--- config.mk ---
export PLATFORM = sky130hd
export DESIGN_NAME = i2s_tx
export DESIGN_NICKNAME = d
export VERILOG_FILES = /design/src/source/audio_eq_pkg.sv /design/src/source/i2s_tx.sv
export SDC_FILE = /design/constraint.sdc
export NUM_CORES = 1
export LEC_CHECK = 0
export BUFFER_PORTS_ARGS = -buffer_cell sky130_fd_sc_hd__buf_2
export CORE_UTILIZATION = 35
export CTS_BUF_LIST = sky130_fd_sc_hd__clkbuf_8
export CTS_CLUSTER_DIAMETER = 150
export DETAILED_ROUTE_END_ITERATION = 10
export GPL_ROUTABILITY_DRIVEN = 1
export SETUP_SLACK_MARGIN = 0.1
export SLEW_MARGIN = 0
export SYNTH_ARGS = -nofsm -noshare
export SYNTH_HDL_FRONTEND = slang
export SYNTH_SLANG_ARGS = --single-unit
--- constraint.sdc ---
create_clock -name clk -period 2.26 [get_ports clk]
set_input_delay 0.113 -clock clk [delete_from_list [all_inputs] [get_ports clk]]
set_output_delay 0.113 -clock clk [all_outputs]
set_load 0.1 [all_outputs]
--- src/source/audio_eq_pkg.sv ---
package audio_eq_pkg;

    localparam int SAMPLE_W   = 16;                  // signed pcm
    localparam int COEF_W     = 16;                  // signed q1.15
    localparam int NUM_TAPS   = 4;
    localparam int NUM_BANDS  = 4;
    localparam int BAND_W     = 20;                  // band filter output
    localparam int GAIN_W     = 8;                   // unsigned q1.7
    localparam int TAP_IDX_W  = $clog2(NUM_TAPS);
    localparam int BAND_IDX_W = $clog2(NUM_BANDS);
    localparam int ACC_W      = SAMPLE_W + COEF_W + TAP_IDX_W;       // fir mac
    localparam int MIX_W      = BAND_W + GAIN_W + 1 + BAND_IDX_W;    // gain sum

    localparam logic [GAIN_W-1:0] GAIN_UNITY = GAIN_W'(128);

    // apb register map
    localparam logic [7:0] ADDR_CTRL  = 8'h00;
    localparam logic [7:0] ADDR_COEF  = 8'h04;
    localparam logic [7:0] ADDR_GAIN0 = 8'h10;       // band b at +4*b

    // one apb data word, seen as coefficient entry or as control bits
    typedef union packed {
        struct packed {
            logic [31-BAND_IDX_W-TAP_IDX_W-COEF_W:0] rsvd;
            logic [BAND_IDX_W-1:0]                   band;   // target filter
            logic [TAP_IDX_W-1:0]                    tap;
            logic [COEF_W-1:0]                       data;   // q1.15 value
        } coef;
        struct packed {
            logic [29:0] rsvd;
            logic        bypass;                     // raw samples to dac
            logic        enable;                     // audio on
        } ctrl;
    } apb_word_u;

endpackage

--- src/source/i2s_tx.sv ---
`timescale 1ns/1ps

module i2s_tx import audio_eq_pkg::*; (
    input  logic                clk,
    input  logic                arst_n,
    input  logic                i2s_bclk,
    input  logic                i2s_lrclk,
    input  logic [SAMPLE_W-1:0] mix,
    input  logic                mix_right,
    input  logic                mix_valid,
    output logic                dac_bclk,
    output logic                dac_lrclk,
    output logic                dac_sdata
);

    logic [2:0]            bclk_s;       // sync plus one
    logic [2:0]            lrclk_s;
    logic [SAMPLE_W-1:0]   left_hold;
    logic [SAMPLE_W-1:0]   right_hold;
    logic [2*SAMPLE_W-1:0] frame;        // left then right
    logic [4:0]            bit_cnt;      // SAMPLE_W means done
    logic                  bclk_fall;
    logic                  lr_edge;

    assign dac_bclk  = bclk_s[2];        // input clocks 3 cycles late
    assign dac_lrclk = lrclk_s[2];
    assign bclk_fall = bclk_s[2] & ~bclk_s[1];    // dac_bclk falls next edge
    assign lr_edge   = lrclk_s[2] ^ lrclk_s[1];

    always_ff @(posedge clk or negedge arst_n) begin
        if (!arst_n) begin
            bclk_s     <= '0;
            lrclk_s    <= '0;
            left_hold  <= '0;
            right_hold <= '0;
            frame      <= '0;
            bit_cnt    <= 5'(SAMPLE_W);
            dac_sdata  <= 1'b0;
        end else begin
            bclk_s  <= {bclk_s[1:0], i2s_bclk};
            lrclk_s <= {lrclk_s[1:0], i2s_lrclk};
            if (mix_valid && mix_right) begin
                right_hold <= mix;
            end
            if (mix_valid && !mix_right) begin
                left_hold <= mix;
            end
            if (bclk_fall) begin
                if (lr_edge) begin
                    bit_cnt   <= '0;
                    dac_sdata <= 1'b0;                 // msb one bclk later
                    if (!lrclk_s[1]) begin
                        frame <= {left_hold, right_hold};   // frame start
                    end
                end else if (bit_cnt != 5'(SAMPLE_W)) begin
                    dac_sdata <= frame[2*SAMPLE_W-1];
                    frame     <= {frame[2*SAMPLE_W-2:0], 1'b0};
                    bit_cnt   <= bit_cnt + 5'd1;
                end else begin
                    dac_sdata <= 1'b0;                 // pad to half frame end
                end
            end
        end
    end

endmodule

Yosys cells after proc, flatten, opt, wreduce, memory -nomap -nowiden

Index checks and enable logic that the tools add are counted.

Input bits: 22
Logic and storage cells: 26
Flip-flop bits (word level): 76
Output and inout bits: 3

Mux-type cells: 7
Equality and inequality tests: 2
Bitwise gates (word level): 3
Reductions and logical operators: 6
Add/sub/neg operators: 1

Operator list:

| cell                  | number |
|---|---|
| $mux W32              | 3 |
| $mux W5               | 2 |
| $add A5 B1 Y5 const B | 1 |
| $ne A5 B5 Y1 const B  | 1 |
| $reduce_and A3 Y1     | 1 |
| $logic_and A1 B1 Y1   | 2 |
| $mux W1               | 2 |
| $ne A2 B2 Y1 const B  | 1 |
| $reduce_and A2 Y1     | 1 |
| $reduce_bool A2 Y1    | 1 |
| $and A1 B1 Y1         | 1 |
| $logic_not A1 Y1      | 1 |
| $not A1 Y1            | 1 |
| $xor A1 B1 Y1         | 1 |

Longest topological paths before layout

Gate-level depths: netlist of the first run.

Word-level depth: 3
Gate-level depth with buffers: 6
Depth with buffers taken out: 5

Least setup slack after synthesis of the first run

OpenSTA, ideal clock, no wires.

Path kind: reg2reg
Start: register lrclk_s[2]
End: register frame[10]
Setup slack: -109 ps
Stages on the path, launching flop included: 5
Arrival: 2244 ps
Library setup time: 125 ps
Data required time: 2135 ps
Clock period less this slack: 2369 ps
Buffers on the path: 1
Cells stage by stage: dfrtp_1 xnor2_1 a211oi_2 buf_4 mux2_2

Longest elaborated chain between the ends: 3
Elaborated cells between the ends (all ways): 5
Classes of those cells: eq/ne (1); mux (1); bitwise (1); reduce/logical (2)

RTL lines:

| what                                                                | RTL line     | text |
|---|---|---|
| from (decl)                                                         | i2s_tx.sv:17 | `logic [2:0] lrclk_s;` |
| from (signal assigned)                                              | i2s_tx.sv:41 | `lrclk_s <= {lrclk_s[1:0], i2s_lrclk};` |
| $xor A1 B1 Y1 (*)                                                   | i2s_tx.sv:28 | `assign lr_edge = lrclk_s[2] ^ lrclk_s[1];` |
| $ne A2 B2 Y1 (no line) / $reduce_bool A2 Y1 (equally long branches) | --           |  |
| $reduce_and A3 Y1 (no line)                                         | --           |  |
| to (signal assigned)                                                | i2s_tx.sv:53 | `frame <= {left_hold, right_hold};` |
| to (signal assigned)                                                | i2s_tx.sv:57 | `frame <= {frame[2*SAMPLE_W-2:0], 1'b0};` |
| to (decl)                                                           | i2s_tx.sv:20 | `logic [2*SAMPLE_W-1:0] frame;` |

Every way passes the cells marked *; elsewhere a longest branch is shown, timed or not.
A chain may end at the register's enable or synchronous reset.

Final worst setup path of the first run

Start: register bit_cnt[0]
End: register frame[2]

Longest elaborated chain between the ends: 3

RTL lines:

| what                         | RTL line     | text |
|---|---|---|
| from (decl)                  | i2s_tx.sv:21 | `logic [4:0] bit_cnt;` |
| from (signal assigned)       | i2s_tx.sv:37 | `bit_cnt <= 5'(SAMPLE_W);` |
| from (signal assigned)       | i2s_tx.sv:58 | `bit_cnt <= bit_cnt + 5'd1;` |
| $ne A5 B5 Y1                 | i2s_tx.sv:55 | `end else if (bit_cnt != 5'(SAMPLE_W)) begin` |
| $reduce_bool A2 Y1 (no line) | --           |  |
| $reduce_and A3 Y1 (no line)  | --           |  |

No other way between the ends.

==> impl_metrics.csv, run 1 <==
group,metric,value,unit
critical_path,slowest_delay,380,ps
synthesis,yosysTopAreaCell,"dfrtp_1",
place,dpl.hpwl,3442,um
sta,holdWs,16.11,ps
detailed_routing,wire_per_inst,14.62,um
clocking,cts.sinks,76,
sta,setup_ws,390.9,ps
detailed_routing,via_per_inst,4.854,
clocking,clockBufferDepth,2,
floorplanning,rows,34,
clocking,ctsResizeCount,0,
floorplanning,io_pins,25,
synthesis,synth_area_per_cell,15.17,um2
sta,finalClockSkew,9.799,ps
critical_path,crit_slowest_cell,"dfrtp_1",
synthesis,synth-async-reset-ratio,1.000,
critical_path,cp-start-kind,"flop",
synthesis,synth.distinct_cells,27,
detailed_routing,vias,1767,
critical_path,critical_path_arrival,2090,ps
worst_hold_path,hp-class,"in -> reg",
synthesis,synth_area_leaders,"dfrtp_1 58%, mux2_2 32%, dfstp_2 0.81%, ha_1 0.77%, buf_4 0.69%",
clocking,clockRootBuffer,"clkbuf_8",
finish,area.growth.synth_to_final,17.15,%
sta,rsz0062_at_grt,"no",
power_and_ir_drop,powerDensity,1017,nW/um2
clocking,cts_tree,"yes",
synthesis,synth_top_area_share,0.5756,
place,post-place-ws,402.3,ps
power_and_ir_drop,ir_worst_vdd,0.4717,mV
synthesis,netlist_instances,215,
floorplanning,design.core.area,8891,um2
detailed_routing,drc_errors,0,
critical_path,cp.buffers_inverters,2,
place,gp_congestion,0.7377,
sta,hold_viol,0,
critical_path,critical_path_class,"reg -> reg",
critical_path,crit_chain,"inv_1 > ha_1 > and4bb_2 > a211oi_4 > buf_12 > mux2_2",
run_status,status,"completed",
clocking,numCtsBuffers,9,
critical_path,path_delay_family,"flip-flops",
global_route,grt_pass1_vias,1850,
floorplanning,die_w,98.52,um
power_and_ir_drop,p_leak,0.001670,uW
detailed_routing,postRouteAntennaNets,0,
detailed_routing,firstDrtPassIters,5,
synthesis,synth_common_cells,"94 x mux2_2, 75 x dfrtp_1, 6 x nand2_1",
sta,relSlewSlack,0.5429,
global_route,antenna_found_initial,0,
synthesis,synth_ff_type,"dfrtp_1",
finish,layout-drive-gt1-share,0.5664,
clocking,clk_pin_slew,80,ps
synthesis,netlist_area,3261,um2
job,maxCapViolCount,0,
synthesis,yosysSeqAreaShare,0.5837,
clocking,clk_latency,340,ps
global_route,grt_max_degree,56,
floorplanning,die_height,98.52,um
detailed_routing,dr.first_iter.drc_count,57,
sta,tightest_slew,685.6,ps
global_route,grt_util_all_layers,0.1243,
synthesis,syn-num-nets,239,
critical_path,end_kind,"flop",
sta,setup_viol,0,
place,portBuffers,24,
sta,fin_crit,1869,ps
synthesis,synth_edf_count,0,
place,dp_cells,344,
finish,antenna-diode-count,0,
sta,fmax,535.0,MHz
synthesis,ys_ff_latch,76,
global_route,grt_pass1_wl,9315,um
floorplanning,initial_utilization,0.3667,
synthesis,yosys_warnings,0,
critical_path,worstPathRequired,2480,ps
sta,fin_crit_sh,0.8270,
clocking,cts_max_level,3,
finish,num-nets-final,275,
detailed_routing,totalWireLength,5321,um
finish,layoutNonFillerInstCount,364,
power_and_ir_drop,p_total,3886,uW
synthesis,synth.most_common_cell,"mux2_2",
global_route,grt-ovfl-total,0,
sta,slew_viol_final,0,
critical_path,worstPathMaxFanout,32,
floorplanning,die_area,9706,um2
sta,setup-tns-final,0,ps
-- metrics by stage --
step | util | area, um2
after CTS | 0.4285 | 3810
after global placement | 0.3991 | 3548
after floorplan | - | 3263
after detailed placement | 0.3991 | 3548
final | 0.4296 | 3820
after global routing | 0.4296 | 3820
-- path summary, 6_finish.rpt --
kind / slack (ps) / startpoint / endpoint / depth (start not counted)
max in group asynchronous: 1240 / arst_n / left_hold[7]$_DFFE_PN0P_ / 3
hold / removal: 20 / mix[13] / right_hold[13]$_DFFE_PN0P_ / 2
setup reg to reg: 390 / bit_cnt[0]$_DFFE_PN0P_ / frame[2]$_DFFE_PN0P_ / 6
hold reg to reg: 350 / lrclk_s[0]$_DFF_PN0_ / lrclk_s[1]$_DFF_PN0_ / 0
min in group asynchronous: 360 / arst_n / right_hold[6]$_DFFE_PN0P_ / 2
setup / recovery: 390 / bit_cnt[0]$_DFFE_PN0P_ / frame[2]$_DFFE_PN0P_ / 6
-- registers in the layout, indices dropped and copies added (netlist names) --
signal      flops
bclk_s          3
bit_cnt         5
dac_sdata       1
frame          32
left_hold      16
lrclk_s         3
right_hold     16
-- placed cells by master, fill, tap and decap left out, types with 2 or more instances in the layout --
cell type / netlist / routed
clkbuf_8: 0 / 9
dfrtp_2: 0 / 2
mux2i_1: 2 / 2
inv_1: 3 / 5
a22o_1: 2 / 2
nand3_1: 2 / 2
buf_4: 3 / 7
ha_1: 2 / 2
clkinv_2: 0 / 2
nor3b_1: 2 / 2
bufinv_16: 0 / 3
mux2_2: 94 / 94
buf_2: 3 / 23
dlygate4sd3_1: 0 / 4
nor2b_1: 3 / 3
nand2_1: 6 / 6
dfrtp_1: 75 / 73
o21ai_0: 2 / 2
-- per-layer routing --
layer,part of all wire,vias to the layer above,track usage
met2,0.46,26,0.1901
met3,0.039,2,0.04468
li1,-,835,-
met1,0.50,904,0.1685
met5,0,-,0
met4,0.0062,0,0.03100
-- area by class of cell --
type	count	area [um2]
Fill cell	836	5071
Sequential cell	76	1906
Multi-Input combinational cell	126	1309
Clock inverter	7	107.6
Inverter	3	11.26
Tap cell	108	135.1
Timing Repair Buffer	35	227.7
Clock buffer	9	123.9
-- timing repair --
action | in CTS | in global routing
hold buffers | 3 | 1
buffers inserted | 0 | 0
setup endpoints to repair | 0 | 0
hold endpoints to repair | 54 | 1
-- cell families (layout without fill, tap and decap cells) --
| family | after synthesis | in the layout | synth area share |
|---|---|---|---|
| adder cells (fa/ha/maj) | 2 | 2 | 0.007673 |
| flip-flops | 76 | 76 | 0.5837 |
| XOR/XNOR | 2 | 2 | 0.005373 |
| AO/OA/AOI/OAI | 9 | 9 | 0.02188 |
| buffers and inverters | 13 | 54 | 0.01957 |
| multiplexers | 97 | 97 | 0.3342 |
| AND/OR/NAND/NOR | 16 | 16 | 0.02763 |
-- power breakdown --
| group | switching [uW] | internal, uW | leakage [uW] |
|---|---|---|---|
| clock network | 482 | 722 | 0.000126 |
| registers | 190 | 1730 | 0.000903 |
| logic | 282 | 481 | 0.000641 |
| total | 953 | 2930 | 0.00167 |
(Power assumes the default switching activity.)
==> run 2: changes to the inputs <==
==> constraint.sdc (replaced) <==
create_clock -name clk -period 1.7 [get_ports clk]
set_input_delay 0.085 -clock clk [delete_from_list [all_inputs] [get_ports clk]]
set_output_delay 0.085 -clock clk [all_outputs]
set_load 0.1 [all_outputs]
==> run 2 against run 1 <==
  * The flow now finishes with violations (setup timing)
  * Routed wire length up 11%
  * First-iteration DRC count unchanged
  * Critical endpoint is now frame[4]$_DFFE_PN0P_
  * Largest power group unchanged
  * Total power up 37%
  * Core utilization is 4.0 points higher
  * Flip-flop and latch count is the same
==> impl_metrics.csv, run 2 (synthesized netlist as in run 1, its figures left out) <==
group,metric,value,unit
floorplanning,die_height,98.52,um
finish,fill_cells,809,
power_and_ir_drop,powerDensity,1278,nW/um2
finish,layout_commonest_cell,"mux2_2",
detailed_routing,firstDrtPassIters,4,
critical_path,crit_chain,"inv_2 > ha_2 > and4bb_2 > a211oi_4 > buf_6 > buf_12 > mux2_2",
place,dpl.hpwl,3690,um
floorplanning,design.core.area,8891,um2
run_status,violations,"setup timing",
sta,tightest_slew,484.1,ps
job,maxCapViolCount,0,
clocking,clk_latency,340,ps
critical_path,rrSetupSlack,-110,ps
detailed_routing,totalWireLength,5892,um
critical_path,critical_path_class,"reg -> reg",
sta,relSlewSlack,0.6795,
detailed_routing,drc_errors,0,
finish,regMostFlops,"frame",
global_route,grt_use_met3,0.03688,
clocking,clockBufferDepth,2,
detailed_routing,dr.first_iter.drc_count,57,
clocking,clk_pin_slew,80,ps
sta,hold_viol,0,
floorplanning,rows,34,
worst_hold_path,hp-class,"in -> reg",
global_route,antenna_found_initial,0,
critical_path,worstPathRequired,1920,ps
floorplanning,io_pins,25,
global_route,grt_pass1_wl,10050,um
place,dp_cells,354,
detailed_routing,via_per_inst,4.852,
finish,layoutNonFillerInstCount,391,
clocking,numCtsBuffers,9,
detailed_routing,postRouteAntennaNets,0,
finish,largest_reg_flops,32,
global_route,met1_usage,0.1743,
sta,fin_crit_sh,1.067,
finish,num-nets-final,302,
global_route,grt_util_all_layers,0.1330,
clocking,cts_max_level,3,
finish,antenna-diode-count,0,
global_route,grt_pass1_vias,2087,
finish,layout-drive-gt1-share,0.5795,
detailed_routing,wire_per_inst,15.07,um
critical_path,critical_path_arrival,2040,ps
floorplanning,initial_utilization,0.3667,
run_status,status,"complete, but fails checks",
power_and_ir_drop,ir_worst_vdd,0.5241,mV
finish,final_cell_mix,"85 x mux2_2, 73 x dfrtp_1, 23 x buf_2",
global_route,grt-ovfl-total,0,
global_route,grt.busiest_layer,"met2",
clocking,cts.sinks,76,
floorplanning,die_area,9706,um2
clocking,cts_tree,"yes",
critical_path,end_kind,"flop",
sta,fmax,551.2,MHz
place,gp_congestion,0.6717,
finish,area.growth.synth_to_final,28.09,%
sta,slew_viol_final,0,
sta,rsz0062_at_grt,"yes",
sta,finalClockSkew,8.055,ps
global_route,met2_usage,0.2118,
critical_path,cp-start-kind,"flop",
global_route,grt_max_degree,33,
clocking,clockRootBuffer,"clkbuf_8",
finish,top_regs,"frame (32), left_hold (16), right_hold (16)",
sta,setup_viol,31,
floorplanning,die_w,98.52,um
critical_path,crit_slowest_cell,"dfrtp_1",
power_and_ir_drop,p_leak,0.001831,uW
place,portBuffers,24,
critical_path,slowest_delay,370,ps
sta,setup_ws,-114.2,ps
detailed_routing,vias,1897,
critical_path,worstPathMaxFanout,16,
sta,fin_crit,1814,ps
power_and_ir_drop,p_total,5336,uW
[run 2: through the flow]
step	cell area [um2]	hold WS [ps]	worst slack, ps	utilization	TNS, ps
after floorplan	3302	-210.6	-124.7	-	-3586
after global placement	3665	30.27	-61.87	0.4122	-1785
after detailed placement	3665	36.43	-118.2	0.4122	-3360
after CTS	4091	8.342	-116.0	0.4602	-3156
after global routing	4177	21.40	-173.4	0.4697	-4660
final	4177	25.75	-114.2	0.4697	-2857
[run 2: layout make-up]
| cell class | count | area, um2 | share of cell area |
|---|---|---|---|
| clock buffer | 11 | 151.4 | 0.03625 |
| clock inverter | 5 | 83.83 | 0.02007 |
| inverter | 3 | 11.26 | 0.002696 |
| multi-input combinational | 126 | 1369 | 0.3277 |
| sequential | 76 | 1911 | 0.4575 |
| tap | 108 | 135.1 | 0.03235 |
| timing repair buffer | 62 | 515.5 | 0.1234 |
[run 2: power breakdown]
part | internal, uW | total, uW | switching (uW)
sequential | 2300 | 2550 | 252
clock | 909 | 1560 | 654
combinational | 784 | 1220 | 436
total | 3990 | 5340 | 1340
[run 2: final timing paths]
kind / from / end / cells past startpoint
min in group asynchronous: arst_n / right_hold[6]$_DFFE_PN0P_ / 2
max in group asynchronous: arst_n / frame[20]$_DFFE_PN0P_ / 3
setup / recovery: bit_cnt[0]$_DFFE_PN0P_ / frame[4]$_DFFE_PN0P_ / 7
hold reg to reg: bclk_s[0]$_DFF_PN0_ / bclk_s[1]$_DFF_PN0_ / 0
hold / removal: mix[15] / left_hold[15]$_DFFE_PN0P_ / 2
setup reg to reg: bit_cnt[0]$_DFFE_PN0P_ / frame[4]$_DFFE_PN0P_ / 7
[run 2: worst max-delay path: cells and delay by family (launching register included)]
| kind | cells | cell delay [ps] |
|---|---|---|
| AO/OA/AOI/OAI | 1 | 210 |
| adder cells (fa/ha/maj) | 1 | 170 |
| buffers and inverters | 3 | 360 |
| flip-flops | 1 | 370 |
| multiplexers | 1 | 340 |
| AND/OR/NAND/NOR | 1 | 240 |
[run 2: metal layers]
| metal | share of wire | wire length (um) |
|---|---|---|
| met4 | 0.013 | 79 |
| met2 | 0.46 | 2734 |
| met3 | 0.031 | 183 |
| met5 | 0 | 0 |
| met1 | 0.49 | 2894 |
[run 2: what timing repair did]
action                     in CTS  in global routing
cloned                          0                  2
hold buffers                   18                  0
gates resized for setup         4                 10
buffers inserted                0                  1
hold endpoints to repair       78                  0
setup endpoints to repair      33                 33
==> run 3: changes to the inputs <==
--- a/config.mk
+++ b/config.mk
@@ -5,12 +5,15 @@
 export SDC_FILE = /design/constraint.sdc
 export NUM_CORES = 1
 export LEC_CHECK = 0
+export ABC_AREA = 1
 export BUFFER_PORTS_ARGS = -buffer_cell sky130_fd_sc_hd__buf_2
+export CAP_MARGIN = 20
 export CORE_UTILIZATION = 35
 export CTS_BUF_LIST = sky130_fd_sc_hd__clkbuf_8
 export CTS_CLUSTER_DIAMETER = 150
 export DETAILED_ROUTE_END_ITERATION = 10
 export GPL_ROUTABILITY_DRIVEN = 1
+export RECOVER_POWER = 100
 export SETUP_SLACK_MARGIN = 0.1
 export SLEW_MARGIN = 0
 export SYNTH_ARGS = -nofsm -noshare
==> run 3 against run 2 <==
  * The run now ends clean
  * Register-to-register slack gained 350 ps
  * Worst hold slack lost 10 ps
  * Clock-buffer cell count grew 2
  * Synthesized area grew 7.0%
  * Largest power group unchanged
  * Highest routed layer unchanged
==> impl_metrics.csv, run 3 <==
group,metric,value,unit
floorplanning,die_height,101.8,um
critical_path,crit_chain,"inv_1 > nand2_2 > nand2_1 > nand2_2 > nand3_2 > buf_12 > nand2_1 > nand2_1",
power_and_ir_drop,p_leak,0.002156,uW
floorplanning,die_w,101.8,um
detailed_routing,postRouteAntennaNets,0,
place,postPlaceCellArea,3797,um2
synthesis,yosysTopAreaCell,"dfrtp_1",
sta,rsz0062_at_grt,"no",
finish,largest_reg_flops,32,
critical_path,critical_path_arrival,1760,ps
synthesis,yosysSeqAreaShare,0.5456,
finish,top_regs,"frame (32), left_hold (16), right_hold (16)",
sta,setup-tns-final,0,ps
synthesis,synth_common_cells,"141 x nand2_1, 75 x dfrtp_1, 66 x nand3_1, 39 x o21ai_0, 32 x nand4_1",
sta,slew_viol_final,0,
floorplanning,io_pins,25,
detailed_routing,wire_per_inst,12.99,um
detailed_routing,firstDrtPassIters,4,
synthesis,synth.distinct_cells,18,
finish,layout_commonest_cell,"nand2_1",
critical_path,timing.critical_path.mode_cell,"nand2_1",
global_route,grt-ovfl-total,0,
synthesis,synth.most_common_cell,"nand2_1",
critical_path,slowest_delay,500,ps
synthesis,synth_area_per_cell,8.286,um2
sta,fmax,681.1,MHz
detailed_routing,via_per_inst,4.781,
sta,relSlewSlack,0.6382,
critical_path,worstPathMaxFanout,32,
place,gp_congestion,0.8023,
finish,area.growth.synth_to_final,19.80,%
synthesis,yosys_warnings,0,
sta,fin_crit,1468,ps
critical_path,path_delay_family,"simple AND/OR/NAND/NOR gates",
critical_path,end_kind,"flop",
clocking,cts_max_level,3,
run_status,status,"completed",
finish,regMostFlops,"frame",
finish,layout-drive-gt1-share,0.1388,
detailed_routing,dr.first_iter.drc_count,138,
worst_hold_path,hp-class,"in -> reg",
critical_path,worstPathRequired,1990,ps
clocking,cts_tree,"yes",
finish,num-nets-final,480,
global_route,grt_pass1_vias,2688,
synthesis,netlist_instances,421,
synthesis,syn-num-nets,445,
synthesis,synth_ff_type,"dfrtp_1",
synthesis,synth-async-reset-ratio,1.000,
global_route,antenna_found_initial,0,
floorplanning,die_area,10370,um2
clocking,cts.sinks,76,
finish,fin_area,4179,um2
detailed_routing,vias,2840,
global_route,grt_max_degree,41,
sta,tightest_slew,545.0,ps
sta,fin_crit_sh,0.8637,
finish,final_cell_mix,"142 x nand2_1, 73 x dfrtp_1, 66 x nand3_1",
floorplanning,design.core.area,9729,um2
sta,setup_viol,0,
synthesis,netlist_area,3488,um2
critical_path,critical_path_class,"reg -> reg",
power_and_ir_drop,ir_worst_vdd,0.4581,mV
finish,antenna-diode-count,0,
floorplanning,rows,36,
global_route,grt_pass1_wl,13150,um
place,portBuffers,24,
synthesis,synth_edf_count,0,
clocking,clockBufferDepth,2,
clocking,numCtsBuffers,9,
clocking,post_cts.repair.setup_buffers,0,
clocking,clk_latency,350,ps
floorplanning,initial_utilization,0.3585,
clocking,clk_pin_slew,80,ps
place,dpl.hpwl,4872,um
place,post-place-ws,227.2,ps
synthesis,synth_area_leaders,"dfrtp_1 54%, nand2_1 15%, nand3_1 9.5%, nand4_1 5.7%, o21ai_0 5.6%",
critical_path,cp-start-kind,"flop",
critical_path,cp.buffers_inverters,2,
clocking,clockRootBuffer,"clkbuf_8",
global_route,grt_util_all_layers,0.1656,
detailed_routing,drc_errors,0,
detailed_routing,totalWireLength,7719,um
finish,fin_util,0.4295,
synthesis,ys_ff_latch,76,
sta,setup_ws,231.8,ps
power_and_ir_drop,powerDensity,1068,nW/um2
sta,finalClockSkew,8.791,ps
critical_path,crit_slowest_cell,"dfrtp_4",
sta,hold_viol,0,
synthesis,synth_top_area_share,0.5380,
job,maxCapViolCount,0,
-- run 3: cell families after synthesis --
group           after synthesis  synth area share
fa+ha+maj                     2          0.007172
flops                        76            0.5456
simple gates                246            0.3167
buf+inv                      55           0.06707
xor+xnor                      3          0.007534
compound gates               39           0.05595
-- run 3: final timing paths --
path / depth (start not counted) / startpoint / to / slack (ps)
worst max register to register: 8 / lrclk_s[2]$_DFF_PN0_ / frame[14]$_DFFE_PN0P_ / 230
worst min register to register: 0 / lrclk_s[0]$_DFF_PN0_ / lrclk_s[1]$_DFF_PN0_ / 360
worst max-delay path: 8 / lrclk_s[2]$_DFF_PN0_ / frame[14]$_DFFE_PN0P_ / 230
worst min-delay path: 3 / mix[6] / left_hold[6]$_DFFE_PN0P_ / 20
max in group asynchronous: 3 / arst_n / lrclk_s[2]$_DFF_PN0_ / 1000
min in group asynchronous: 2 / arst_n / right_hold[1]$_DFFE_PN0P_ / 160
-- run 3: metrics by stage --
stage,hold WS (ps),total power (uW),instances
final,15.31,4463,594
after floorplan,-210.6,2750,421
after global placement,-1.610,2963,562
after detailed placement,-1.362,2982,562
after CTS,2.173,4530,594
after global routing,22.49,4762,594
-- run 3: cell type report --
type,instances,area (um2)
inverter,25,93.84
tap,133,166.4
sequential,76,1908
timing repair buffer,54,437.9
multi-input combinational,290,1351
clock inverter,3,42.54
fill,992,5550
clock buffer,13,178.9
-- run 3: timing repair --
item,4_1_cts,5_1_grt
hold buffers,16,0
endpoints found under the setup margin,0,6
endpoints found under the hold margin,101,0
resized for setup,0,1
-- run 3: worst register-to-register path: stages (launching register included) --
cell and delay, ps:
dfrtp_4 500, inv_1 100, nand2_2 80, nand2_1 170, nand2_2 130, nand3_2 100, buf_12 190, nand2_1 90
nand2_1 70
-- run 3: power breakdown --
part / switching (uW) / internal [uW] / total, uW
Clock: 658 / 836 / 1490
Sequential: 161 / 2080 / 2240
Combinational: 431 / 293 / 724
-- run 3: metal layers --
layer	vias to the layer above	wire, um	share of wire	track usage
met5	-	0	0	0
met1	1311	3642	0.47	0.2246
met4	0	119	0.015	0.05604
met3	10	342	0.044	0.03899
li1	1460	-	-	-
met2	59	3614	0.47	0.2614
